**config.mk**
```make
export PLATFORM = sky130hd
export DESIGN_NAME = des_output_stage
export DESIGN_NICKNAME = d
export VERILOG_FILES = /design/src/design/des_pkg.sv /design/src/design/des_output_stage.sv
export VERILOG_INCLUDE_DIRS = /design/src /design/src/design
export SDC_FILE = /design/constraint.sdc
export NUM_CORES = 1
export LEC_CHECK = 0
export ABC_AREA = 1
export BUFFER_PORTS_ARGS = -buffer_cell sky130_fd_sc_hd__buf_2
export CAP_MARGIN = 20
export CORE_MARGIN = 2
export CORE_UTILIZATION = 44
export DETAILED_ROUTE_END_ITERATION = 12
export HOLD_SLACK_MARGIN = 0.12
export PLACE_DENSITY = 0.84
export SLEW_MARGIN = 20
export SYNTH_ARGS = -nofsm -noshare
export SYNTH_HDL_FRONTEND = slang
export SYNTH_SLANG_ARGS = --single-unit
export TNS_END_PERCENT = 30
```
**constraint.sdc**
```tcl
create_clock -name clk_i -period 0.9 [get_ports clk_i]
set_clock_uncertainty 0.15 [all_clocks]
set_input_delay 0 -clock clk_i [delete_from_list [all_inputs] [get_ports clk_i]]
set_output_delay 0 -clock clk_i [all_outputs]
set_load 0.02 [all_outputs]
```
**src/design/des_defs.svh**
```systemverilog
// width macros for the DES data path and key schedule
// round count and pipeline depth

`ifndef DES_DEFS_SVH
`define DES_DEFS_SVH

// ==================================================
// data path widths
// ==================================================
`define DES_BLOCK_W  64
`define DES_HALF_W   32

// key schedule widths
// key input still carries the eight parity bits
`define DES_KEY_W    64
`define DES_CD_W     28
`define DES_SUBKEY_W 48

// ==================================================
// pipeline shape
// ==================================================
`define DES_ROUNDS   16
// input stage, one stage per round, output stage
`define DES_LATENCY  (`DES_ROUNDS + 2)

`endif

```
**src/design/des_pkg.sv**
```systemverilog
// DES types, mode enumeration and permutation tables
// table functions for IP, FP, PC1, PC2, E and P
// S-box lookup, Feistel function and key rotation schedule

`include "des_defs.svh"

package des_pkg;

    // ascending ranges, index 0 is bit 1 of the standard
    typedef logic [0:`DES_BLOCK_W-1]  block_t;
    typedef logic [0:`DES_HALF_W-1]   half_t;
    typedef logic [0:`DES_CD_W-1]     cd_t;
    typedef logic [0:`DES_SUBKEY_W-1] subkey_t;

    typedef enum logic {
        DES_ENCRYPT = 1'b0,
        DES_DECRYPT = 1'b1
    } des_mode_e;

    // ==================================================
    // permutation tables, 1-based as in the standard
    // ==================================================
    localparam byte unsigned IP_TAB [64] = '{
        58, 50, 42, 34, 26, 18, 10, 2,
        60, 52, 44, 36, 28, 20, 12, 4,
        62, 54, 46, 38, 30, 22, 14, 6,
        64, 56, 48, 40, 32, 24, 16, 8,
        57, 49, 41, 33, 25, 17,  9, 1,
        59, 51, 43, 35, 27, 19, 11, 3,
        61, 53, 45, 37, 29, 21, 13, 5,
        63, 55, 47, 39, 31, 23, 15, 7
    };

    // inverse of IP
    localparam byte unsigned FP_TAB [64] = '{
        40, 8, 48, 16, 56, 24, 64, 32,
        39, 7, 47, 15, 55, 23, 63, 31,
        38, 6, 46, 14, 54, 22, 62, 30,
        37, 5, 45, 13, 53, 21, 61, 29,
        36, 4, 44, 12, 52, 20, 60, 28,
        35, 3, 43, 11, 51, 19, 59, 27,
        34, 2, 42, 10, 50, 18, 58, 26,
        33, 1, 41,  9, 49, 17, 57, 25
    };

    // key permutation, parity bits dropped
    localparam byte unsigned PC1_C_TAB [28] = '{
        57, 49, 41, 33, 25, 17,  9,
         1, 58, 50, 42, 34, 26, 18,
        10,  2, 59, 51, 43, 35, 27,
        19, 11,  3, 60, 52, 44, 36
    };

    localparam byte unsigned PC1_D_TAB [28] = '{
        63, 55, 47, 39, 31, 23, 15,
         7, 62, 54, 46, 38, 30, 22,
        14,  6, 61, 53, 45, 37, 29,
        21, 13,  5, 28, 20, 12,  4
    };

    // selects 48 of the 56 C/D bits
    localparam byte unsigned PC2_TAB [48] = '{
        14, 17, 11, 24,  1,  5,  3, 28,
        15,  6, 21, 10, 23, 19, 12,  4,
        26,  8, 16,  7, 27, 20, 13,  2,
        41, 52, 31, 37, 47, 55, 30, 40,
        51, 45, 33, 48, 44, 49, 39, 56,
        34, 53, 46, 42, 50, 36, 29, 32
    };

    localparam byte unsigned P_TAB [32] = '{
        16,  7, 20, 21, 29, 12, 28, 17,
         1, 15, 23, 26,  5, 18, 31, 10,
         2,  8, 24, 14, 32, 27,  3,  9,
        19, 13, 30,  6, 22, 11,  4, 25
    };

    // ==================================================
    // S-boxes, 4 rows of 16 nibbles, first entry on top
    // ==================================================
    localparam logic [255:0] SBOX_TAB [8] = '{
        {64'hE4D12FB83A6C5907, 64'h0F74E2D1A6CB9538,
         64'h41E8D62BFC973A50, 64'hFC8249175B3EA06D},
        {64'hF18E6B34972DC05A, 64'h3D47F28EC01A69B5,
         64'h0E7BA4D158C6932F, 64'hD8A13F42B67C05E9},
        {64'hA09E63F51DC7B428, 64'hD709346A285ECBF1,
         64'hD6498F30B12C5AE7, 64'h1AD069874FE3B52C},
        {64'h7DE3069A1285BC4F, 64'hD8B56F03472C1AE9,
         64'hA690CB7DF13E5284, 64'h3F06A1D8945BC72E},
        {64'h2C417AB6853FD0E9, 64'hEB2C47D150FA3986,
         64'h421BAD78F9C5630E, 64'hB8C71E2D6F09A453},
        {64'hC1AF92680D34E75B, 64'hAF427C9561DE0B38,
         64'h9EF528C3704A1DB6, 64'h432C95FABE17608D},
        {64'h4B2EF08D3C975A61, 64'hD0B7491AE35C2F86,
         64'h14BDC37EAF680592, 64'h6BD814A7950FE23C},
        {64'hD2846FB1A93E50C7, 64'h1FD8A374C56B0E92,
         64'h7B419CE206ADF358, 64'h21E74A8DFC90356B}
    };

    // ==================================================
    // table functions
    // ==================================================
    function automatic block_t ip_perm(input block_t d);
        block_t p;
        for (int i = 0; i < 64; i++) begin
            p[i] = d[IP_TAB[i] - 1];
        end
        return p;
    endfunction

    function automatic block_t fp_perm(input block_t d);
        block_t p;
        for (int i = 0; i < 64; i++) begin
            p[i] = d[FP_TAB[i] - 1];
        end
        return p;
    endfunction

    function automatic cd_t pc1_c(input logic [0:`DES_KEY_W-1] key);
        cd_t c;
        for (int i = 0; i < `DES_CD_W; i++) begin
            c[i] = key[PC1_C_TAB[i] - 1];
        end
        return c;
    endfunction

    function automatic cd_t pc1_d(input logic [0:`DES_KEY_W-1] key);
        cd_t d;
        for (int i = 0; i < `DES_CD_W; i++) begin
            d[i] = key[PC1_D_TAB[i] - 1];
        end
        return d;
    endfunction

    function automatic subkey_t pc2_perm(input cd_t c, input cd_t d);
        logic [0:2*`DES_CD_W-1] cd;
        subkey_t k;
        cd = {c, d};
        for (int i = 0; i < `DES_SUBKEY_W; i++) begin
            k[i] = cd[PC2_TAB[i] - 1];
        end
        return k;
    endfunction

    // each 6-bit group is the 4-bit nibble plus one neighbor on each side
    function automatic subkey_t e_expand(input half_t r);
        subkey_t e;
        for (int i = 0; i < 8; i++) begin
            e[6*i +: 6] = {r[(4*i + 31) % 32], r[4*i +: 4], r[(4*i + 4) % 32]};
        end
        return e;
    endfunction

    function automatic half_t p_perm(input half_t s);
        half_t p;
        for (int i = 0; i < 32; i++) begin
            p[i] = s[P_TAB[i] - 1];
        end
        return p;
    endfunction

    // outer bits pick the row, inner four the column
    function automatic logic [3:0] sbox(input int unsigned n, input logic [0:5] x);
        int unsigned idx;
        idx = {x[0], x[5], x[1:4]};
        return SBOX_TAB[n][255 - 4*idx -: 4];
    endfunction

    function automatic half_t feistel_f(input half_t r, input subkey_t k);
        subkey_t x;
        half_t s;
        x = e_expand(r) ^ k;
        for (int i = 0; i < 8; i++) begin
            s[4*i +: 4] = sbox(i, x[6*i +: 6]);
        end
        return p_perm(s);
    endfunction

    // rotation of C and D before a round
    // positive is left for encryption, negative is right for decryption
    function automatic int round_shift(input int round, input des_mode_e mode);
        int amount;
        amount = (round == 1 || round == 2 || round == 9 || round == 16) ? 1 : 2;
        if (mode == DES_ENCRYPT) begin
            return amount;
        end
        // decryption starts from K16, which equals the unrotated C0/D0
        if (round == 1) begin
            return 0;
        end
        return -amount;
    endfunction

endpackage

```
**src/design/des_output_stage.sv**
```systemverilog
// DES output stage
// half swap, final permutation, registered result and valid

`timescale 1ns/1ps

module des_output_stage (
    input  logic             clk_i,
    input  logic             reset_i,
    input  logic             valid_i,
    input  des_pkg::half_t   l_i,
    input  des_pkg::half_t   r_i,
    output des_pkg::block_t  data_o,
    output logic             valid_o
);

    des_pkg::block_t fp_data;

    // R16 goes first, undoing the swap of the last round
    assign fp_data = des_pkg::fp_perm({r_i, l_i});

    always_ff @(posedge clk_i or negedge reset_i) begin
        if (!reset_i) begin
            valid_o <= 1'b0;
            data_o  <= '0;
        end else begin
            valid_o <= valid_i;
            // last result stays visible through gaps
            if (valid_i) begin
                data_o <= fp_data;
            end
        end
    end

    // valid has to be clean all the way from valid_i through every stage
    a_valid_known: assert property (@(posedge clk_i) disable iff (!reset_i)
        !$isunknown(valid_o))
        else $error("valid_o is X after reset");

endmodule

```
==> results of run 1 <==
[synth_stat cells]
cell	instances	area share, %
nand2_1	192	29
dfrtp_1	65	66
buf_2	6	1.2
clkbuf_8	6	3.3
buf_4	1	0.30
inv_2	1	0.15
[final cells by class]
| cell class | count | area [um^2] |
|---|---|---|
| multi-input cells | 192 | 728 |
| fillers | 349 | 1060 |
| well taps | 72 | 90.1 |
| clock inverters | 3 | 40.0 |
| inverters | 1 | 3.75 |
| repair buffers | 215 | 1770 |
| flip-flops and latches | 65 | 1630 |
| clock buffers | 13 | 149 |
[logic make-up (layout without fill, tap and decap cells)]
kind of cell	count (synthesis)	after routing
DFF	65	65
and+or+nand+nor	192	192
buffers and inverters	14	232
[worst reg2reg max path, stage by stage (launching register included)]
cell and delay, ps:
dfrtp_1 400, buf_4 140, nand2_1 70, nand2_1 50
[flip-flops by register name, indices dropped and copies added (netlist names)]
register,count
valid_o,1
data_o,64
[report_power, final]
part | total [uW] | internal (uW) | switching (uW) | leakage (uW)
registers | 3360 | 3180 | 184 | 0.000791
clock network | 2360 | 1350 | 1010 | 0.0000974
logic | 1730 | 876 | 858 | 0.00156
total | 7460 | 5410 | 2050 | 0.00245
[routing by layer]
metal	wire, um	up-vias	track usage, %
met5	0	-	0
met4	188	0	10.9
met3	506	20	5.34
met2	4290	109	45.7
met1	2810	1201	26.4
li1	-	1236	-
[final timing paths]
kind,to,slack (ps),depth (start not counted)
min,valid_o,-60,2
min reg2reg,data_o[33],320,2
max in group asynchronous,data_o[39],330,3
min in group asynchronous,data_o[25],80,3
max reg2reg,data_o[2],-10,3
max,data_o[7],-130,1
[what timing repair did]
action,CTS,global route
endpoints found under the setup margin,65,68
setup buffers,3,10
endpoints found under the hold margin,130,117
gates resized for setup,42,45
[through the flow]
step / worst slack (ps) / std cells / instance area (um^2)
floorplan: 74.0 / 271 / 2470
global placement: 147 / 467 / 3200
detailed placement: 105 / 467 / 3200
CTS: -137 / 551 / 4200
global route: -175 / 561 / 4410
finish: -126 / 561 / 4410
==> out/results.tsv, run 1 <==
stage	metric	value	unit
cells_and_area	area_growth	78.5	%
floorplan	row_count	27	
worst_setup_path	startpoint	data_o[7]	
sta	slew_viol_final	0	
sta	finalCritPeriodShare	114	%
logic_synthesis	ys_warn_count	0	
floorplan	die_y	78.9	um
logic_synthesis	yosysSeqAreaShare	65.8	%
hold_path	worstHoldStart	valid_i	
sta	period_minus_slack	1030	ps
routing	avgViaCountPerCell	4.57	
global_routing	grt_pass1_vias	2548	
routing	wl_per_cell	13.9	um
logic_synthesis	synth_compound_area_share	0	%
routing	first_pass_iters	4	
clocking	holdBufCountCts	65	
status	violations	negative hold slack, negative setup slack	
logic_synthesis	synthSimpleGateAreaFrac	29.2	%
routing	drt-total-wl	7.80	mm
clocking	insertion_delay	310	ps
cells_and_area	final_common_cell	nand2_1	
worst_setup_path	worstSetupStartpointType	register	
worst_setup_path	r2r-start	data_o[2]	
logic_synthesis	yosys_register_bits	65	
sta	setup_viol	69	
clocking	cts_tree	built	
flow_run	max-cap-violations	0	
clocking	cts_buffers	9	
routing	drcViolationCount	0	
pwr	p_leak	0.00245	uW
sta	final.setup.tns	-6880	ps
clocking	clk_pin_slew_worst_paths	70	ps
global_routing	grt_max_degree	42	
worst_setup_path	crit_path_end_kind	output port	
global_routing	grt_pass1_wl	11.6	mm
clocking	cts_sinks	65	
logic_synthesis	synthesis.instances	271	
logic_synthesis	synth.distinct_cells	6	
hold_path	worst_hold_path_type	input pin to register	
cells_and_area	final_cell_mix	nand2_1 (189), buf_2 (89), dfrtp_1 (65), dlygate4sd3_1 (65), buf_6 (42)	
sta	setup_ws	-126	ps
logic_synthesis	synthMuxAreaShare	0	%
global_routing	grt_usage	24.5	%
logic_synthesis	synth_top_family_by_area	simple AND/OR/NAND/NOR gates	
worst_setup_path	max_stage_delay	410	ps
worst_setup_path	cpLargestDelayFamily	flip-flops	
worst_setup_path	worst_path_max_delay_cell	dfrtp_1	
logic_synthesis	synth_xor_area_share	0	%
logic_synthesis	synth_fa_ha_area_share	0	%
worst_setup_path	path_class	register to output port	
sta	grt_setup_unrepaired	yes	
sta	max_slew_margin	85.2	%
global_routing	grt-ovfl-total	0	
sta	tightestPinTransition	223	ps
routing	vias	2566	
worst_setup_path	worstPathCellList	buf_6	
cells_and_area	utilization	80.6	%
worst_setup_path	cp_max_fo	2	
pwr	p_per_area	1690	nW/um^2
worst_setup_path	cp.arrival	880	ps
worst_setup_path	path_buf_inv	1	
sta	fmax	974	MHz
clocking	cts_root_buf	clkbuf_8	
pwr	finalPower	7460	uW
placed_design	place_hpwl	3.95	mm
cells_and_area	nets	551	
clocking	cts_buffer_depth	2	
sta	finalHoldViolations	1	
pwr	vdd_drop_max	1080	uV
logic_synthesis	synth_area	2470	um^2
floorplan	io_pins	132	
floorplan	fp.dieW	78.9	um
placed_design	gp_congestion	0.733	
floorplan	core	5470	um^2
worst_setup_path	crit_required	750	ps
routing	antenna_left	0	
cells_and_area	antennaDiodeCount	0	
cells_and_area	drive_gt1_share	34.2	%
global_routing	antenna_found_initial	0	
floorplan	start_util	45.2	%
placed_design	numPortBuffers	131	
floorplan	die_area	6230	um^2
logic_synthesis	syn_nets	338	
logic_synthesis	syn_area_per_cell	9.12	um^2
sta	hold_ws	-58.7	ps
status	status	finished, violations left	
clocking	ctsHtreeMaxLevel	3	
routing	drt_iter0_drc	130	
(Power assumes the default switching activity.)
==> run 2, diff against run 1 <==
Settings changed: CELL_PAD_IN_SITES_DETAIL_PLACEMENT set to 1, CELL_PAD_IN_SITES_GLOBAL_PLACEMENT set to 1, CORE_UTILIZATION 44 to 31, PLACE_DENSITY 0.84 to 0.83.
==> run 2 against run 1 <==
  * Core utilization is 23 points lower
  * Final area increased by 1.7%
  * The flow still finishes with violations (negative hold slack, negative setup slack)
  * Die area grew 40%
  * Global-route usage fell by 3.8 points
  * Register-to-register slack about the same
  * Sequential share of layout area is 0.62 points lower
==> out/results.tsv, run 2 (synthesis gave the netlist of run 1 again) <==
stage	metric	value	unit	change
placed_design	pre_cts_slack	84.3	ps	-20.9 ps
pwr	vdd_drop_max	958	uV	-11%
cells_and_area	drive_gt1_share	34.6	%	+0.41 points
sta	hold_ws	-83.5	ps	-24.8 ps
floorplan	core	7730	um^2	+41%
floorplan	row_count	32		+19%
clocking	cts_buffers	9		unchanged
hold_path	worstHoldStart	valid_i		
pwr	power_frac_clock	34.0	%	+2.4 points
sta	slew_viol_final	0		unchanged
status	status	finished, violations left		
clocking	clk_pin_slew_worst_paths	70	ps	about the same
clocking	cts_root_buf	clkbuf_8		
routing	drt_iter0_drc	31		-76%
sta	grt_setup_unrepaired	yes		
worst_setup_path	r2r-start	data_o[37]		
clocking	holdBufCountCts	65		unchanged
flow_run	max-cap-violations	0		unchanged
routing	avgViaCountPerCell	4.44		-2.9%
worst_setup_path	worst_path_max_delay_cell	dfrtp_1		
clocking	insertion_delay	320	ps	about the same
cells_and_area	reg.largest.list	data_o: 64 flops, valid_o: 1 flops		
clocking	cts_sinks	65		unchanged
worst_setup_path	cp.arrival	890	ps	about the same
floorplan	start_util	32.0	%	-13 points
global_routing	grt_pass1_wl	13.8	mm	+19%
worst_setup_path	crit_path_end_kind	output port		
sta	setup_viol	70		+1.4%
worst_setup_path	path_class	register to output port		
worst_setup_path	startpoint	data_o[43]		
cells_and_area	antennaDiodeCount	0		unchanged
floorplan	die_area	8700	um^2	+40%
worst_setup_path	cp_max_fo	2		unchanged
clocking	cts_buffer_depth	2		unchanged
global_routing	grt_usage	20.6	%	-3.8 points
global_routing	grt-ovfl-total	0		unchanged
placed_design	gp_congestion	0.697		-4.9%
pwr	sequentialPowerShare	43.3	%	-1.8 points
global_routing	grt_max_degree	42		unchanged
sta	tightestPinTransition	258	ps	+35.9 ps
sta	max_slew_margin	82.8	%	-2.4 points
status	violations	negative hold slack, negative setup slack		
cells_and_area	largest_reg_flops	64		unchanged
cells_and_area	area_growth	81.6	%	
sta	fmax	964	MHz	-1.1%
pwr	pwr-share-comb	22.8	%	-0.5 points
worst_setup_path	worstSetupStartpointType	register		
sta	finalCritPeriodShare	115	%	+1.3 points
routing	antenna_left	0		unchanged
pwr	switchingPower	2160	uW	+5.5%
clocking	ctsHtreeMaxLevel	3		unchanged
floorplan	die_y	93.3	um	+18%
sta	period_minus_slack	1040	ps	+11.5 ps
clocking	cts_tree	built		
routing	vias	2625		+2.3%
cells_and_area	final_cell_mix	nand2_1 (188), buf_2 (87), dfrtp_1 (65), dlygate4sd3_1 (65), buf_6 (44)		
pwr	p_int	5620	uW	+4.0%
worst_setup_path	worstPathCellList	buf_6		
cells_and_area	nets	551		unchanged
pwr	finalPower	7790	uW	+4.4%
cells_and_area	final_area	4490	um^2	+1.7%
cells_and_area	largest-register	data_o		
placed_design	numPortBuffers	131		unchanged
routing	first_pass_iters	4		unchanged
pwr	p_leak	0.00246	uW	+0.25%
floorplan	io_pins	132		unchanged
worst_setup_path	crit_required	750	ps	about the same
sta	setup_ws	-138	ps	-11.5 ps
routing	drt-total-wl	9.29	mm	+19%
placed_design	place_hpwl	4.65	mm	+18%
cells_and_area	final_common_cell	nand2_1		
worst_setup_path	cpLargestDelayFamily	flip-flops		
global_routing	grt_pass1_vias	2866		+12%
routing	wl_per_cell	15.7	um	+13%
placed_design	dpl_cell_area	3240	um^2	+1.2%
routing	drcViolationCount	0		unchanged
global_routing	antenna_found_initial	0		unchanged
sta	finalHoldViolations	8		+7
worst_setup_path	path_buf_inv	1		unchanged
floorplan	fp.dieW	93.3	um	+18%
worst_setup_path	max_stage_delay	420	ps	about the same
cells_and_area	fill_cells	886		+150%
cells_and_area	utilization	58.1	%	-23 points
hold_path	worst_hold_path_type	input pin to register		
pwr	p_sw_share	27.8	%	+0.29 points
pwr	p_per_area	1740	nW/um^2	+2.6%
run 2: changes by cell type in the layout (fill, tap and decap cells not counted), sizes merged:
cell / change
clkbuf: -2
clkinv: -1
bufinv: +1
clkinvlp: +2
run 2: metal layers:
metal / wire length [um] / global-route usage [%] / vias to the layer above / part of all wire (%)
met5: 0 / 0 / - / 0
met4: 100 / 6.74 / 0 / 1.1
met3: 506 / 4.75 / 9 / 5.4
met2: 5350 / 40.2 / 88 / 58
met1: 3340 / 21.4 / 1294 / 36
li1: - / - / 1234 / -
run 2: final cells by class:
cell class	instances	area, um^2	area share (%)
clock buffers	11	131	2.93
clock inverters	5	80.1	1.78
inverters	1	3.75	0.0837
multi-input cells	192	731	16.3
flip-flops and latches	65	1630	36.3
well taps	102	128	2.84
repair buffers	215	1790	39.8
run 2: through the flow:
stage	cells	hold WS, ps	setup TNS [ps]
CTS	582	-102	-8340
floorplan	271	-446	0
global placement	497	-296	0
global route	591	-91.0	-10470
detailed placement	497	-294	0
finish	591	-83.5	-7360
run 2: timing repair:
item	CTS	global route
buffers inserted	4	9
gates resized for setup	39	53
endpoints found under the hold margin	130	69
setup endpoints to repair	65	69
run 2: path summary, 6_finish.rpt:
path                              end  slack (ps)  depth (start not counted)
setup / recovery           data_o[43]        -140                          1
hold / removal                valid_o         -80                          2
setup reg to reg           data_o[37]         -20                          3
hold reg to reg             data_o[8]         320                          2
max in group asynchronous   data_o[4]         230                          3
min in group asynchronous  data_o[41]         -50                          2
run 2: power groups by stage:
| stage | logic (uW) | clock network, uW | registers (uW) |
|---|---|---|---|
| floorplan | 322 | 0 | 3690 |
| CTS | 1560 | 2690 | 3330 |
| global placement | 1190 | 0 | 3360 |
| finish | 1770 | 2650 | 3370 |
| detailed placement | 1220 | 0 | 3370 |
| global route | 1910 | 2880 | 3390 |
