## src/design/des_defs.svh

```systemverilog
// width macros for the DES data path and key schedule
// round count and pipeline depth

`ifndef DES_DEFS_SVH
`define DES_DEFS_SVH

// ==================================================
// data path widths
// ==================================================
`define DES_BLOCK_W  64
`define DES_HALF_W   32

// key schedule widths
// key input still carries the eight parity bits
`define DES_KEY_W    64
`define DES_CD_W     28
`define DES_SUBKEY_W 48

// ==================================================
// pipeline shape
// ==================================================
`define DES_ROUNDS   16
// input stage, one stage per round, output stage
`define DES_LATENCY  (`DES_ROUNDS + 2)

`endif

```

## src/design/des_pkg.sv

```systemverilog
// DES types, mode enumeration and permutation tables
// table functions for IP, FP, PC1, PC2, E and P
// S-box lookup, Feistel function and key rotation schedule

`include "des_defs.svh"

package des_pkg;

    // ascending ranges, index 0 is bit 1 of the standard
    typedef logic [0:`DES_BLOCK_W-1]  block_t;
    typedef logic [0:`DES_HALF_W-1]   half_t;
    typedef logic [0:`DES_CD_W-1]     cd_t;
    typedef logic [0:`DES_SUBKEY_W-1] subkey_t;

    typedef enum logic {
        DES_ENCRYPT = 1'b0,
        DES_DECRYPT = 1'b1
    } des_mode_e;

    // ==================================================
    // permutation tables, 1-based as in the standard
    // ==================================================
    localparam byte unsigned IP_TAB [64] = '{
        58, 50, 42, 34, 26, 18, 10, 2,
        60, 52, 44, 36, 28, 20, 12, 4,
        62, 54, 46, 38, 30, 22, 14, 6,
        64, 56, 48, 40, 32, 24, 16, 8,
        57, 49, 41, 33, 25, 17,  9, 1,
        59, 51, 43, 35, 27, 19, 11, 3,
        61, 53, 45, 37, 29, 21, 13, 5,
        63, 55, 47, 39, 31, 23, 15, 7
    };

    // inverse of IP
    localparam byte unsigned FP_TAB [64] = '{
        40, 8, 48, 16, 56, 24, 64, 32,
        39, 7, 47, 15, 55, 23, 63, 31,
        38, 6, 46, 14, 54, 22, 62, 30,
        37, 5, 45, 13, 53, 21, 61, 29,
        36, 4, 44, 12, 52, 20, 60, 28,
        35, 3, 43, 11, 51, 19, 59, 27,
        34, 2, 42, 10, 50, 18, 58, 26,
        33, 1, 41,  9, 49, 17, 57, 25
    };

    // key permutation, parity bits dropped
    localparam byte unsigned PC1_C_TAB [28] = '{
        57, 49, 41, 33, 25, 17,  9,
         1, 58, 50, 42, 34, 26, 18,
        10,  2, 59, 51, 43, 35, 27,
        19, 11,  3, 60, 52, 44, 36
    };

    localparam byte unsigned PC1_D_TAB [28] = '{
        63, 55, 47, 39, 31, 23, 15,
         7, 62, 54, 46, 38, 30, 22,
        14,  6, 61, 53, 45, 37, 29,
        21, 13,  5, 28, 20, 12,  4
    };

    // selects 48 of the 56 C/D bits
    localparam byte unsigned PC2_TAB [48] = '{
        14, 17, 11, 24,  1,  5,  3, 28,
        15,  6, 21, 10, 23, 19, 12,  4,
        26,  8, 16,  7, 27, 20, 13,  2,
        41, 52, 31, 37, 47, 55, 30, 40,
        51, 45, 33, 48, 44, 49, 39, 56,
        34, 53, 46, 42, 50, 36, 29, 32
    };

    localparam byte unsigned P_TAB [32] = '{
        16,  7, 20, 21, 29, 12, 28, 17,
         1, 15, 23, 26,  5, 18, 31, 10,
         2,  8, 24, 14, 32, 27,  3,  9,
        19, 13, 30,  6, 22, 11,  4, 25
    };

    // ==================================================
    // S-boxes, 4 rows of 16 nibbles, first entry on top
    // ==================================================
    localparam logic [255:0] SBOX_TAB [8] = '{
        {64'hE4D12FB83A6C5907, 64'h0F74E2D1A6CB9538,
         64'h41E8D62BFC973A50, 64'hFC8249175B3EA06D},
        {64'hF18E6B34972DC05A, 64'h3D47F28EC01A69B5,
         64'h0E7BA4D158C6932F, 64'hD8A13F42B67C05E9},
        {64'hA09E63F51DC7B428, 64'hD709346A285ECBF1,
         64'hD6498F30B12C5AE7, 64'h1AD069874FE3B52C},
        {64'h7DE3069A1285BC4F, 64'hD8B56F03472C1AE9,
         64'hA690CB7DF13E5284, 64'h3F06A1D8945BC72E},
        {64'h2C417AB6853FD0E9, 64'hEB2C47D150FA3986,
         64'h421BAD78F9C5630E, 64'hB8C71E2D6F09A453},
        {64'hC1AF92680D34E75B, 64'hAF427C9561DE0B38,
         64'h9EF528C3704A1DB6, 64'h432C95FABE17608D},
        {64'h4B2EF08D3C975A61, 64'hD0B7491AE35C2F86,
         64'h14BDC37EAF680592, 64'h6BD814A7950FE23C},
        {64'hD2846FB1A93E50C7, 64'h1FD8A374C56B0E92,
         64'h7B419CE206ADF358, 64'h21E74A8DFC90356B}
    };

    // ==================================================
    // table functions
    // ==================================================
    function automatic block_t ip_perm(input block_t d);
        block_t p;
        for (int i = 0; i < 64; i++) begin
            p[i] = d[IP_TAB[i] - 1];
        end
        return p;
    endfunction

    function automatic block_t fp_perm(input block_t d);
        block_t p;
        for (int i = 0; i < 64; i++) begin
            p[i] = d[FP_TAB[i] - 1];
        end
        return p;
    endfunction

    function automatic cd_t pc1_c(input logic [0:`DES_KEY_W-1] key);
        cd_t c;
        for (int i = 0; i < `DES_CD_W; i++) begin
            c[i] = key[PC1_C_TAB[i] - 1];
        end
        return c;
    endfunction

    function automatic cd_t pc1_d(input logic [0:`DES_KEY_W-1] key);
        cd_t d;
        for (int i = 0; i < `DES_CD_W; i++) begin
            d[i] = key[PC1_D_TAB[i] - 1];
        end
        return d;
    endfunction

    function automatic subkey_t pc2_perm(input cd_t c, input cd_t d);
        logic [0:2*`DES_CD_W-1] cd;
        subkey_t k;
        cd = {c, d};
        for (int i = 0; i < `DES_SUBKEY_W; i++) begin
            k[i] = cd[PC2_TAB[i] - 1];
        end
        return k;
    endfunction

    // each 6-bit group is the 4-bit nibble plus one neighbor on each side
    function automatic subkey_t e_expand(input half_t r);
        subkey_t e;
        for (int i = 0; i < 8; i++) begin
            e[6*i +: 6] = {r[(4*i + 31) % 32], r[4*i +: 4], r[(4*i + 4) % 32]};
        end
        return e;
    endfunction

    function automatic half_t p_perm(input half_t s);
        half_t p;
        for (int i = 0; i < 32; i++) begin
            p[i] = s[P_TAB[i] - 1];
        end
        return p;
    endfunction

    // outer bits pick the row, inner four the column
    function automatic logic [3:0] sbox(input int unsigned n, input logic [0:5] x);
        int unsigned idx;
        idx = {x[0], x[5], x[1:4]};
        return SBOX_TAB[n][255 - 4*idx -: 4];
    endfunction

    function automatic half_t feistel_f(input half_t r, input subkey_t k);
        subkey_t x;
        half_t s;
        x = e_expand(r) ^ k;
        for (int i = 0; i < 8; i++) begin
            s[4*i +: 4] = sbox(i, x[6*i +: 6]);
        end
        return p_perm(s);
    endfunction

    // rotation of C and D before a round
    // positive is left for encryption, negative is right for decryption
    function automatic int round_shift(input int round, input des_mode_e mode);
        int amount;
        amount = (round == 1 || round == 2 || round == 9 || round == 16) ? 1 : 2;
        if (mode == DES_ENCRYPT) begin
            return amount;
        end
        // decryption starts from K16, which equals the unrotated C0/D0
        if (round == 1) begin
            return 0;
        end
        return -amount;
    endfunction

endpackage

```

## src/design/des_round.sv

```systemverilog
// one DES Feistel round with its own slice of the key schedule
// C/D rotation, PC2 subkey, Feistel mix and one register stage

`timescale 1ns/1ps

`include "des_defs.svh"

module des_round #(
    parameter int ROUND = 1
) (
    input  logic                clk_i,
    input  logic                reset_i,
    input  logic                valid_i,
    input  des_pkg::des_mode_e  mode_i,
    input  des_pkg::half_t      l_i,
    input  des_pkg::half_t      r_i,
    input  des_pkg::cd_t        c_i,
    input  des_pkg::cd_t        d_i,
    output logic                valid_o,
    output des_pkg::des_mode_e  mode_o,
    output des_pkg::half_t      l_o,
    output des_pkg::half_t      r_o,
    output des_pkg::cd_t        c_o,
    output des_pkg::cd_t        d_o
);

    // rotation amounts fixed per round, direction from the block's mode
    localparam int ENC_ROT = des_pkg::round_shift(ROUND, des_pkg::DES_ENCRYPT);
    localparam int DEC_ROT = -des_pkg::round_shift(ROUND, des_pkg::DES_DECRYPT);

    des_pkg::cd_t    c_rot;
    des_pkg::cd_t    d_rot;
    des_pkg::subkey_t subkey;

    // index 0 is the MSB, so << moves bits towards index 0
    always_comb begin
        if (mode_i == des_pkg::DES_DECRYPT) begin
            c_rot = (c_i >> DEC_ROT) | (c_i << (`DES_CD_W - DEC_ROT));
            d_rot = (d_i >> DEC_ROT) | (d_i << (`DES_CD_W - DEC_ROT));
        end else begin
            c_rot = (c_i << ENC_ROT) | (c_i >> (`DES_CD_W - ENC_ROT));
            d_rot = (d_i << ENC_ROT) | (d_i >> (`DES_CD_W - ENC_ROT));
        end
    end

    assign subkey = des_pkg::pc2_perm(c_rot, d_rot);

    // ==================================================
    // round register
    // ==================================================
    always_ff @(posedge clk_i or negedge reset_i) begin
        if (!reset_i) begin
            valid_o <= 1'b0;
            mode_o  <= des_pkg::DES_ENCRYPT;
            l_o     <= '0;
            r_o     <= '0;
            c_o     <= '0;
            d_o     <= '0;
        end else begin
            valid_o <= valid_i;
            mode_o  <= mode_i;
            l_o     <= r_i;
            r_o     <= l_i ^ des_pkg::feistel_f(r_i, subkey);
            c_o     <= c_rot;
            d_o     <= d_rot;
        end
    end

    // mode travels with the block through every round
    a_mode_known: assert property (@(posedge clk_i) disable iff (!reset_i)
        valid_i |-> !$isunknown(mode_i))
        else $error("X on mode in round %0d with valid high", ROUND);

endmodule

```

## config.mk

```make
export PLATFORM = sky130hd
export DESIGN_NAME = des_round
export DESIGN_NICKNAME = d
export VERILOG_FILES = /design/src/design/des_pkg.sv /design/src/design/des_round.sv
export VERILOG_INCLUDE_DIRS = /design/src /design/src/design
export SDC_FILE = /design/constraint.sdc
export NUM_CORES = 1
export LEC_CHECK = 0
export ABC_AREA = 1
export BUFFER_PORTS_ARGS = -buffer_cell sky130_fd_sc_hd__buf_2
export CAP_MARGIN = 20
export CORE_MARGIN = 2
export CORE_UTILIZATION = 35
export CTS_CLUSTER_DIAMETER = 50
export DETAILED_ROUTE_END_ITERATION = 16
export RECOVER_POWER = 100
export SLEW_MARGIN = 20
export SYNTH_ARGS = -nofsm -noshare
export SYNTH_HDL_FRONTEND = slang
export SYNTH_SLANG_ARGS = --single-unit
```

## constraint.sdc

```tcl
create_clock -name clk_i -period 0.9 [get_ports clk_i]
set_input_delay 0.135 -clock clk_i [delete_from_list [all_inputs] [get_ports clk_i]]
set_output_delay 0.135 -clock clk_i [all_outputs]
set_load 0.05 [all_outputs]
```

==> results.yml, run 1 <==
status:
  status: "finished, violations left"
  violations: "setup timing"
die:
  std_cell_rows: 61
  die_w_um: 173
  start_util: 0.357
  die_y_um: 173
  core_area_mm2: 0.0279
  boundaryPins: 246
  dieArea_mm2: 0.0299
critical_path:
  endpoint_kind: "flop"
  crit_end: "r_o[18]$_DFF_PN0_"
  critical_path.max_fanout: 6
  cp_data_required_time_ns: 1.23
  worstPathArrival_ns: 1.71
  cp-startpoint: "r_i[12]"
  startpoint_type: "input port"
  worst-setup-path-type: "input port to flop"
final_layout:
  instances_no_fill: 2484
  final_common_cell: "nand2_1"
  synthToLayoutAreaGrowth_pct: 74.9
  fin_util: 0.624
  drive_above_1_share: 0.420
  layout_common_cells: "nand2_1, nand3_1, buf_4, buf_6, nand2_2"
  nets: 2278
grt:
  grt_pass1_wl_um: 62500
  gr-usage-met2: 0.466
  met1_usage: 0.323
  grt.busiest_layer: "met2"
  grt.overflow.total: 0
  grtUsageMet3: 0.0422
  track_usage: 0.262
  grt_start_max_net_pins: 32
  grt_pass1_vias: 11852
  antenna_found_initial: 3
timing:
  min_period_ns: 1.39
  max_freq_mhz: 721
  timing_hold_violations_final: 0
  rsz0062_at_grt: "yes"
  timing.final.ws_setup_ns: -0.486
  setup_viol: 181
  holdWs_ns: 0.00299
  tightest_slew_ns: 0.686
  fin_crit_sh: 1.54
  slew_headroom: 0.543
  slew_viol_final: 0
synthesis:
  synth_area_mm2: 0.00997
  ys_ff_latch: 122
  synth-seq-area-share: 0.306
  yosysWarnings: 0
  syn-num-nets: 1716
  synthCells: 1530
  synth_area_per_cell_um2: 6.52
  synth.distinct_cells: 28
clocking:
  clockBufferDepth: 2
  numClockSinks: 122
  htree_levels: 4
  cts_root_buffer: "clkbuf_16"
  cts-buffers-inserted: 17
  cts_tree: "built"
  clk_pin_slew_ns: 0.06
placed_design:
  io_buffers: 245
  gp_congestion: 0.926
  post-place-ws_ns: -1.19
  dp.cells: 2340
  dp.final_hpwl_um: 29300
power_and_ir_drop:
  clkPwrFrac: 0.269
  swShare: 0.415
  p_sw_mw: 11.4
  total_leakage_power_nw: 9.24
  pwr-share-comb: 0.497
  p_int_mw: 16.1
  seqPwrFrac: 0.234
  peakVddDrop_mv: 0.957
  p_per_area_mw_per_mm2: 1580
routing:
  firstDrtPassIters: 7
  drc: 0
  drtIter0Drc: 877
  vias_per_cell: 4.97
  wl_per_cell_um: 16.3
  routed-via-count: 12338
  ant_nets: 0
  wirelength_um: 40400
job:
  drv_cap: 0
worst_hold_path:
  hold_path_class: "input port to flop"
-- routing by layer --
| layer | vias to the layer above | part of all wire |
|---|---|---|
| li1 | 6020 | - |
| met1 | 5802 | 0.41 |
| met2 | 438 | 0.51 |
| met3 | 76 | 0.051 |
| met4 | 2 | 0.029 |
| met5 | - | 0.00032 |
-- synthesized netlist by cell type --
cell,count,share of area
clkbuf_1,1,0.00038
o21ai_2,3,0.0026
o21bai_1,1,0.00075
o21ai_1,4,0.0020
xor2_2,9,0.015
dfrtp_1,122,0.31
nand2_2,38,0.024
a21oi_1,7,0.0035
nand2_1,716,0.27
buf_2,9,0.0045
inv_1,114,0.043
buf_8,2,0.0030
inv_6,1,0.00088
nor2_1,8,0.0030
buf_4,19,0.014
o211ai_1,2,0.0015
xor2_4,4,0.011
buf_6,6,0.0068
xor2_1,3,0.0026
nand3_1,348,0.17
nand2_4,1,0.0011
inv_2,11,0.0041
ha_1,62,0.078
inv_4,1,0.00063
o21ai_0,9,0.0045
o21ai_4,2,0.0033
nand4_1,4,0.0025
nand3b_1,23,0.017
-- registers in the layout, indices dropped and copies added, names as in the netlist --
| signal | count |
|---|---|
| valid_o | 1 |
| c_o | 28 |
| l_o | 32 |
| d_o | 28 |
| mode_o | 1 |
| r_o | 32 |
-- power groups by stage --
stage | Sequential [mW] | Clock [mW] | Combinational, mW
floorplan | 8.61 | 0 | 4.97
global placement | 6.37 | 0 | 10.9
detailed placement | 6.36 | 0 | 10.9
CTS | 6.43 | 7.53 | 12.9
global route | 6.49 | 7.75 | 14.7
finish | 6.43 | 7.41 | 13.7
-- how the worst min path moves through the flow --
stage / start / end / slack [ns] / cells past startpoint
detailed placement: reset_i / r_o[14]$_DFF_PN0_ / 0.01 / 1
finish: d_i[7] / d_o[7]$_DFF_PN0_ / 0.003 / 3
floorplan: reset_i / c_o[0]$_DFF_PN0_ / -0.16 / 0
global route: c_i[3] / c_o[3]$_DFF_PN0_ / 0.01 / 3
global placement: reset_i / r_o[14]$_DFF_PN0_ / 0.02 / 1
CTS: d_i[7] / d_o[7]$_DFF_PN0_ / -0.02 / 3
-- what timing repair did --
| item | CTS | global route |
|---|---|---|
| gates cloned | 6 | 2 |
| setup endpoints to repair | 155 | 154 |
| hold endpoints to repair | 194 | 1 |
| setup buffers | 21 | 9 |
| gates resized for setup | 469 | 185 |
| pin swaps | 84 | 62 |
| hold buffers | 72 | 1 |
-- critical path, cell delays in order --
cell,delay [ns]
clkbuf_1,0.33
inv_1,0.18
nand2_4,0.10
nand2_4,0.08
ha_4,0.32
inv_8,0.05
nand2_4,0.07
nand3_1,0.08
nand3_1,0.12
nand3_2,0.08
nand3b_1,0.10
nand2_1,0.06
-- logic make-up (layout without fill, tap and decap cells) --
kind of cell / after synthesis / in the layout / share of synthesized area
DFF: 122 / 122 / 0.306
AOI/OAI and AO/OA: 28 / 28 / 0.0182
adders and majority gates: 62 / 62 / 0.0778
buffers and inverters: 164 / 735 / 0.0775
and+or+nand+nor: 1138 / 1141 / 0.492
xor gates and xnor gates: 16 / 16 / 0.0284
other: 0 / 2 / 0
-- per-stage QoR --
stage	TNS (ns)	instance area (um2)	power [mW]
after floorplan	-25.73	10300	13.6
after global placement	-43.60	13500	17.3
after detailed placement	-46.73	13500	17.3
after CTS	-38.08	16700	26.8
after global routing	-52.55	17400	29.0
final	-38.12	17400	27.5
-- area by class of cell --
type	count	area (um2)
Clock inverter	9	148
Timing Repair Buffer	576	5020
Inverter	127	541
Sequential cell	122	3050
Timing Repair inverter	1	8.76
Fill cell	2483	10500
Tap cell	378	473
Antenna cell	2	5.00
Clock buffer	22	444
Multi-Input combinational cell	1247	7750
Power figures use the tool's default switching activity.
==> run 2, diff against run 1 <==
==> constraint.sdc (replaced) <==
create_clock -name clk_i -period 0.9 [get_ports clk_i]
set_input_delay 0.18 -clock clk_i [delete_from_list [all_inputs] [get_ports clk_i]]
set_output_delay 0.18 -clock clk_i [all_outputs]
set_load 0.05 [all_outputs]
==> results.yml, run 2 (same netlist as run 1, synthesis figures left out) <==
status:
  status: "finished, violations left"
  violations: "setup timing"
die:
  boundaryPins: 246
  die_w_um: 173
  start_util: 0.357
  dieArea_mm2: 0.0299
  die_y_um: 173
  std_cell_rows: 61
  core_area_mm2: 0.0279
placed_design:
  dp.final_hpwl_um: 29300
  gp_congestion: 0.931
  post_dp_cell_area_mm2: 0.0133
  io_buffers: 245
routing:
  vias_per_cell: 4.96
  firstDrtPassIters: 5
  wirelength_um: 39800
  drc: 0
  routed-via-count: 12069
  drtIter0Drc: 819
  ant_nets: 0
  wl_per_cell_um: 16.3
critical_path:
  crit_path_frequent_cell: "nand2_2"
  worstPathArrival_ns: 1.75
  endpoint_kind: "flop"
  startpoint_type: "input port"
  cp_slowest_stage_delay_ns: 0.29
  worst-setup-path-type: "input port to flop"
  slowest_stage: "ha_4"
  cp_cell_sequence: "buf_16 > buf_12 > nand2_4 > nand2_2 > nand2_2 > nand2_4 > inv_6 > ha_4 > nand2_4 > nand3_4 > nand2_2 > nand2_2 > nand2_2 > nand2_2 > nand2_1 > nand2_1 > nand2_1"
  cpLargestDelayFamily: "simple AND/OR/NAND/NOR gates"
  critPathBufInv: 3
  critical_path.max_fanout: 8
  cp_data_required_time_ns: 1.23
final_layout:
  fin_util: 0.607
  reg_top3: "l_o: 32 flops, r_o: 32 flops"
  synthToLayoutAreaGrowth_pct: 70.1
  drive_above_1_share: 0.411
  final_common_cell: "nand2_1"
  layout_common_cells: "nand2_1, nand3_1, buf_4, nand2_2, buf_6"
  final_cell_area_mm2: 0.0170
  nets: 2227
clocking:
  cts_root_buffer: "clkbuf_16"
  cts-buffers-inserted: 17
  cts_tree: "built"
  clk_pin_slew_ns: 0.07
  htree_levels: 4
  numClockSinks: 122
  clockBufferDepth: 2
grt:
  antenna_found_initial: 6
  track_usage: 0.256
  grt.overflow.total: 0
  grt_pass1_wl_um: 60700
  grt_pass1_vias: 11576
  grt_start_max_net_pins: 31
timing:
  tightest_slew_ns: 0.343
  max_freq_mhz: 708
  timing.final.ws_setup_ns: -0.512
  rsz0062_at_grt: "yes"
  slew_headroom: 0.771
  setup_viol: 154
  timing_hold_violations_final: 0
  min_period_ns: 1.41
  slew_viol_final: 0
  fin_crit_sh: 1.57
power_and_ir_drop:
  power_mw: 27.2
  p_per_area_mw_per_mm2: 1600
  peakVddDrop_mv: 0.914
  total_leakage_power_nw: 9.00
job:
  drv_cap: 0
worst_hold_path:
  hold_path_class: "input port to flop"
## run 2: cell types whose count changed in the layout (fill, tap and decap cells not counted), sizes merged
cell         before  now
clkbuf           65   34
dlygate4sd3      73   57
buf             459  454
diode             2    6
clkinvlp          2    4
bufbuf            1    0
bufinv            4    3
clkinv            4    3
## run 2: stage by stage
step | TNS [ns] | setup WS (ns) | hold WS, ns | cells
after floorplan | -27.30 | -0.990 | -0.116 | 1530
after global placement | -49.14 | -1.22 | 0.0287 | 2315
after detailed placement | -51.22 | -1.27 | 0.0269 | 2315
after CTS | -49.58 | -0.498 | 0.00159 | 2419
after global routing | -50.76 | -0.609 | 0.0226 | 2433
final | -44.08 | -0.512 | 0.0164 | 2435
## run 2: what timing repair did
action                                  4_1_cts  5_1_grt
resized for setup                           265      401
buffers inserted                             13        6
pin swaps                                    37       44
endpoints found under the setup margin      155      154
cloned                                        5        4
hold buffers                                 57        0
hold endpoints to repair                    177        0
## run 2: per-layer routing
metal,global-route usage,share of wire,vias to the layer above
li1,-,-,5926
met1,0.322,0.42,5614
met4,0.113,0.039,0
met3,0.0471,0.060,88
met2,0.428,0.48,441
met5,0,0,-
## run 2: final timing paths
kind                       slack (ns)           endpoint  depth (start not counted)  startpoint
max                             -0.51  r_o[20]$_DFF_PN0_                         17      mode_i
min                              0.02  c_o[10]$_DFF_PN0_                          3     c_i[10]
max in group asynchronous        0.33  l_o[21]$_DFF_PN0_                          3     reset_i
min in group asynchronous        0.15  r_o[27]$_DFF_PN0_                          2     reset_i
## run 2: layout make-up
type	instances	area [um2]
Inverter	127	539
Multi-Input combinational cell	1247	7670
Clock buffer	22	494
Fill cell	2519	11000
Timing Repair inverter	3	35.0
Tap cell	378	473
Clock inverter	7	115
Timing Repair Buffer	523	4570
Antenna cell	6	15.0
Sequential cell	122	3050
## run 2: power by group
part,internal [mW],total [mW],switching (mW)
combinational,5.15,13.3,8.15
sequential,6.11,6.44,0.332
clock,4.67,7.47,2.80
total,15.9,27.2,11.3
==> run 3, diff against run 2 <==
==> constraint.sdc (replaced) <==
create_clock -name clk_i -period 0.9 [get_ports clk_i]
set_input_delay 0.045 -clock clk_i [delete_from_list [all_inputs] [get_ports clk_i]]
set_output_delay 0.045 -clock clk_i [all_outputs]
set_load 0.05 [all_outputs]
==> results.yml, run 3 (same netlist as run 1, synthesis figures left out) <==
die:
  die_y_um: 173
  core_area_mm2: 0.0279
  std_cell_rows: 61
  boundaryPins: 246
  start_util: 0.357
  die_w_um: 173
  dieArea_mm2: 0.0299
routing:
  vias_per_cell: 4.96
  wirelength_um: 41600
  firstDrtPassIters: 6
  wl_per_cell_um: 16.7
  drc: 0
  routed-via-count: 12334
  drtIter0Drc: 771
  ant_nets: 0
clocking:
  clockBufferDepth: 2
  cts_root_buffer: "clkbuf_16"
  numClockSinks: 122
  htree_levels: 4
  cts_tree: "built"
  cts-buffers-inserted: 17
  clk_pin_slew_ns: 0.07
grt:
  grt_pass1_wl_um: 63600
  gr-usage-met2: 0.479
  met1_usage: 0.321
  grt.busiest_layer: "met2"
  grt_pass1_vias: 12233
  track_usage: 0.268
  grt_start_max_net_pins: 42
  grtUsageMet3: 0.0451
  grt.overflow.total: 0
  antenna_found_initial: 2
timing:
  min_period_ns: 1.42
  setup_tns_ns: -29.77
  slew_headroom: 0.613
  max_freq_mhz: 704
  rsz0062_at_grt: "yes"
  tightest_slew_ns: 0.581
  timing_hold_violations_final: 12
  timing.final.ws_setup_ns: -0.520
  holdWs_ns: -0.112
  setup_viol: 161
  fin_crit_sh: 1.58
  slew_viol_final: 0
final_layout:
  fin_util: 0.640
  final_common_cell: "nand2_1"
  nets: 2278
  drive_above_1_share: 0.448
  synthToLayoutAreaGrowth_pct: 79.2
  layout_common_cells: "nand2_1, nand3_1, buf_4, nand2_2, buf_6"
  reg_top3: "l_o: 32 flops, r_o: 32 flops"
  final_cell_area_mm2: 0.0179
critical_path:
  critical_path.max_fanout: 7
  cp_data_required_time_ns: 1.23
  cp_cell_sequence: "buf_8 > buf_12 > clkinv_8 > buf_8 > nand2_8 > nand2_4 > nand2_4 > nand2_8 > ha_4 > inv_4 > nand2_4 > nand3_1 > nand3_2 > nand3_2 > nand2_1 > nand2_1 > nand2_1"
  cp.depth: 17
  cpLargestDelayFamily: "simple AND/OR/NAND/NOR gates"
  startpoint_type: "input port"
  cp-startpoint: "mode_i"
  worst-setup-path-type: "input port to flop"
  slowest_stage: "ha_4"
  cp_slowest_stage_delay_ns: 0.26
  crit_end: "r_o[21]$_DFF_PN0_"
  worstPathArrival_ns: 1.75
  critPathBufInv: 5
  endpoint_kind: "flop"
placed_design:
  io_buffers: 245
  dp.final_hpwl_um: 29700
  post-place-ws_ns: -1.06
  gp_congestion: 0.886
  post_dp_cell_area_mm2: 0.0133
power_and_ir_drop:
  total_leakage_power_nw: 9.38
  peakVddDrop_mv: 0.987
  p_per_area_mw_per_mm2: 1560
job:
  drv_cap: 0
status:
  violations: "hold timing, setup timing"
  status: "finished, violations left"
worst_hold_path:
  min_from: "d_i[4]"
  hold_path_class: "input port to flop"
## run 3: cell type report
cell class              instances  area (um2)
diodes                          2        5.00
clock buffers                  19         443
clock inverters                13         170
fillers                      2453       10100
inverters                     127         546
multi-input cells            1250        8180
flip-flops and latches        122        3050
well taps                     378         473
repair buffers                572        4980
repair inverters                2        22.5
## run 3: layer usage
layer / share of wire / wire length, um
met5: 0 / 0
met4: 0.030 / 1240
met1: 0.40 / 16600
met2: 0.52 / 21600
met3: 0.051 / 2100
## run 3: report_power, final
part / switching, mW / total [mW] / internal [mW]
Sequential: 0.337 / 6.44 / 6.10
Combinational: 8.53 / 14.0 / 5.48
Clock: 3.03 / 7.49 / 4.45
## run 3: per-stage QoR
stage	hold slack [ns]	std cells	power (mW)
4_1_cts	-0.179	2451	26.9
2_1_floorplan	-0.251	1530	13.6
6_report	-0.112	2485	27.9
3_5_place_dp	-0.123	2320	17.2
5_1_grt	-0.108	2484	29.4
3_3_place_gp	-0.129	2320	17.2
## run 3: repair_timing
action | in CTS | in global routing
resized for setup | 487 | 255
gates cloned | 6 | 5
hold endpoints to repair | 224 | 18
buffers inserted | 14 | 22
endpoints found under the setup margin | 154 | 162
pin swaps | 80 | 137
hold buffers | 79 | 8
## run 3: worst min path at each step
stage / to / slack, ns / cells past startpoint
2_1_floorplan: c_o[0]$_DFF_PN0_ / -0.25 / 0
3_5_place_dp: r_o[17]$_DFF_PN0_ / -0.12 / 1
4_1_cts: c_o[10]$_DFF_PN0_ / -0.18 / 3
6_report: d_o[5]$_DFF_PN0_ / -0.11 / 3
3_3_place_gp: r_o[17]$_DFF_PN0_ / -0.13 / 1
5_1_grt: d_o[5]$_DFF_PN0_ / -0.11 / 3
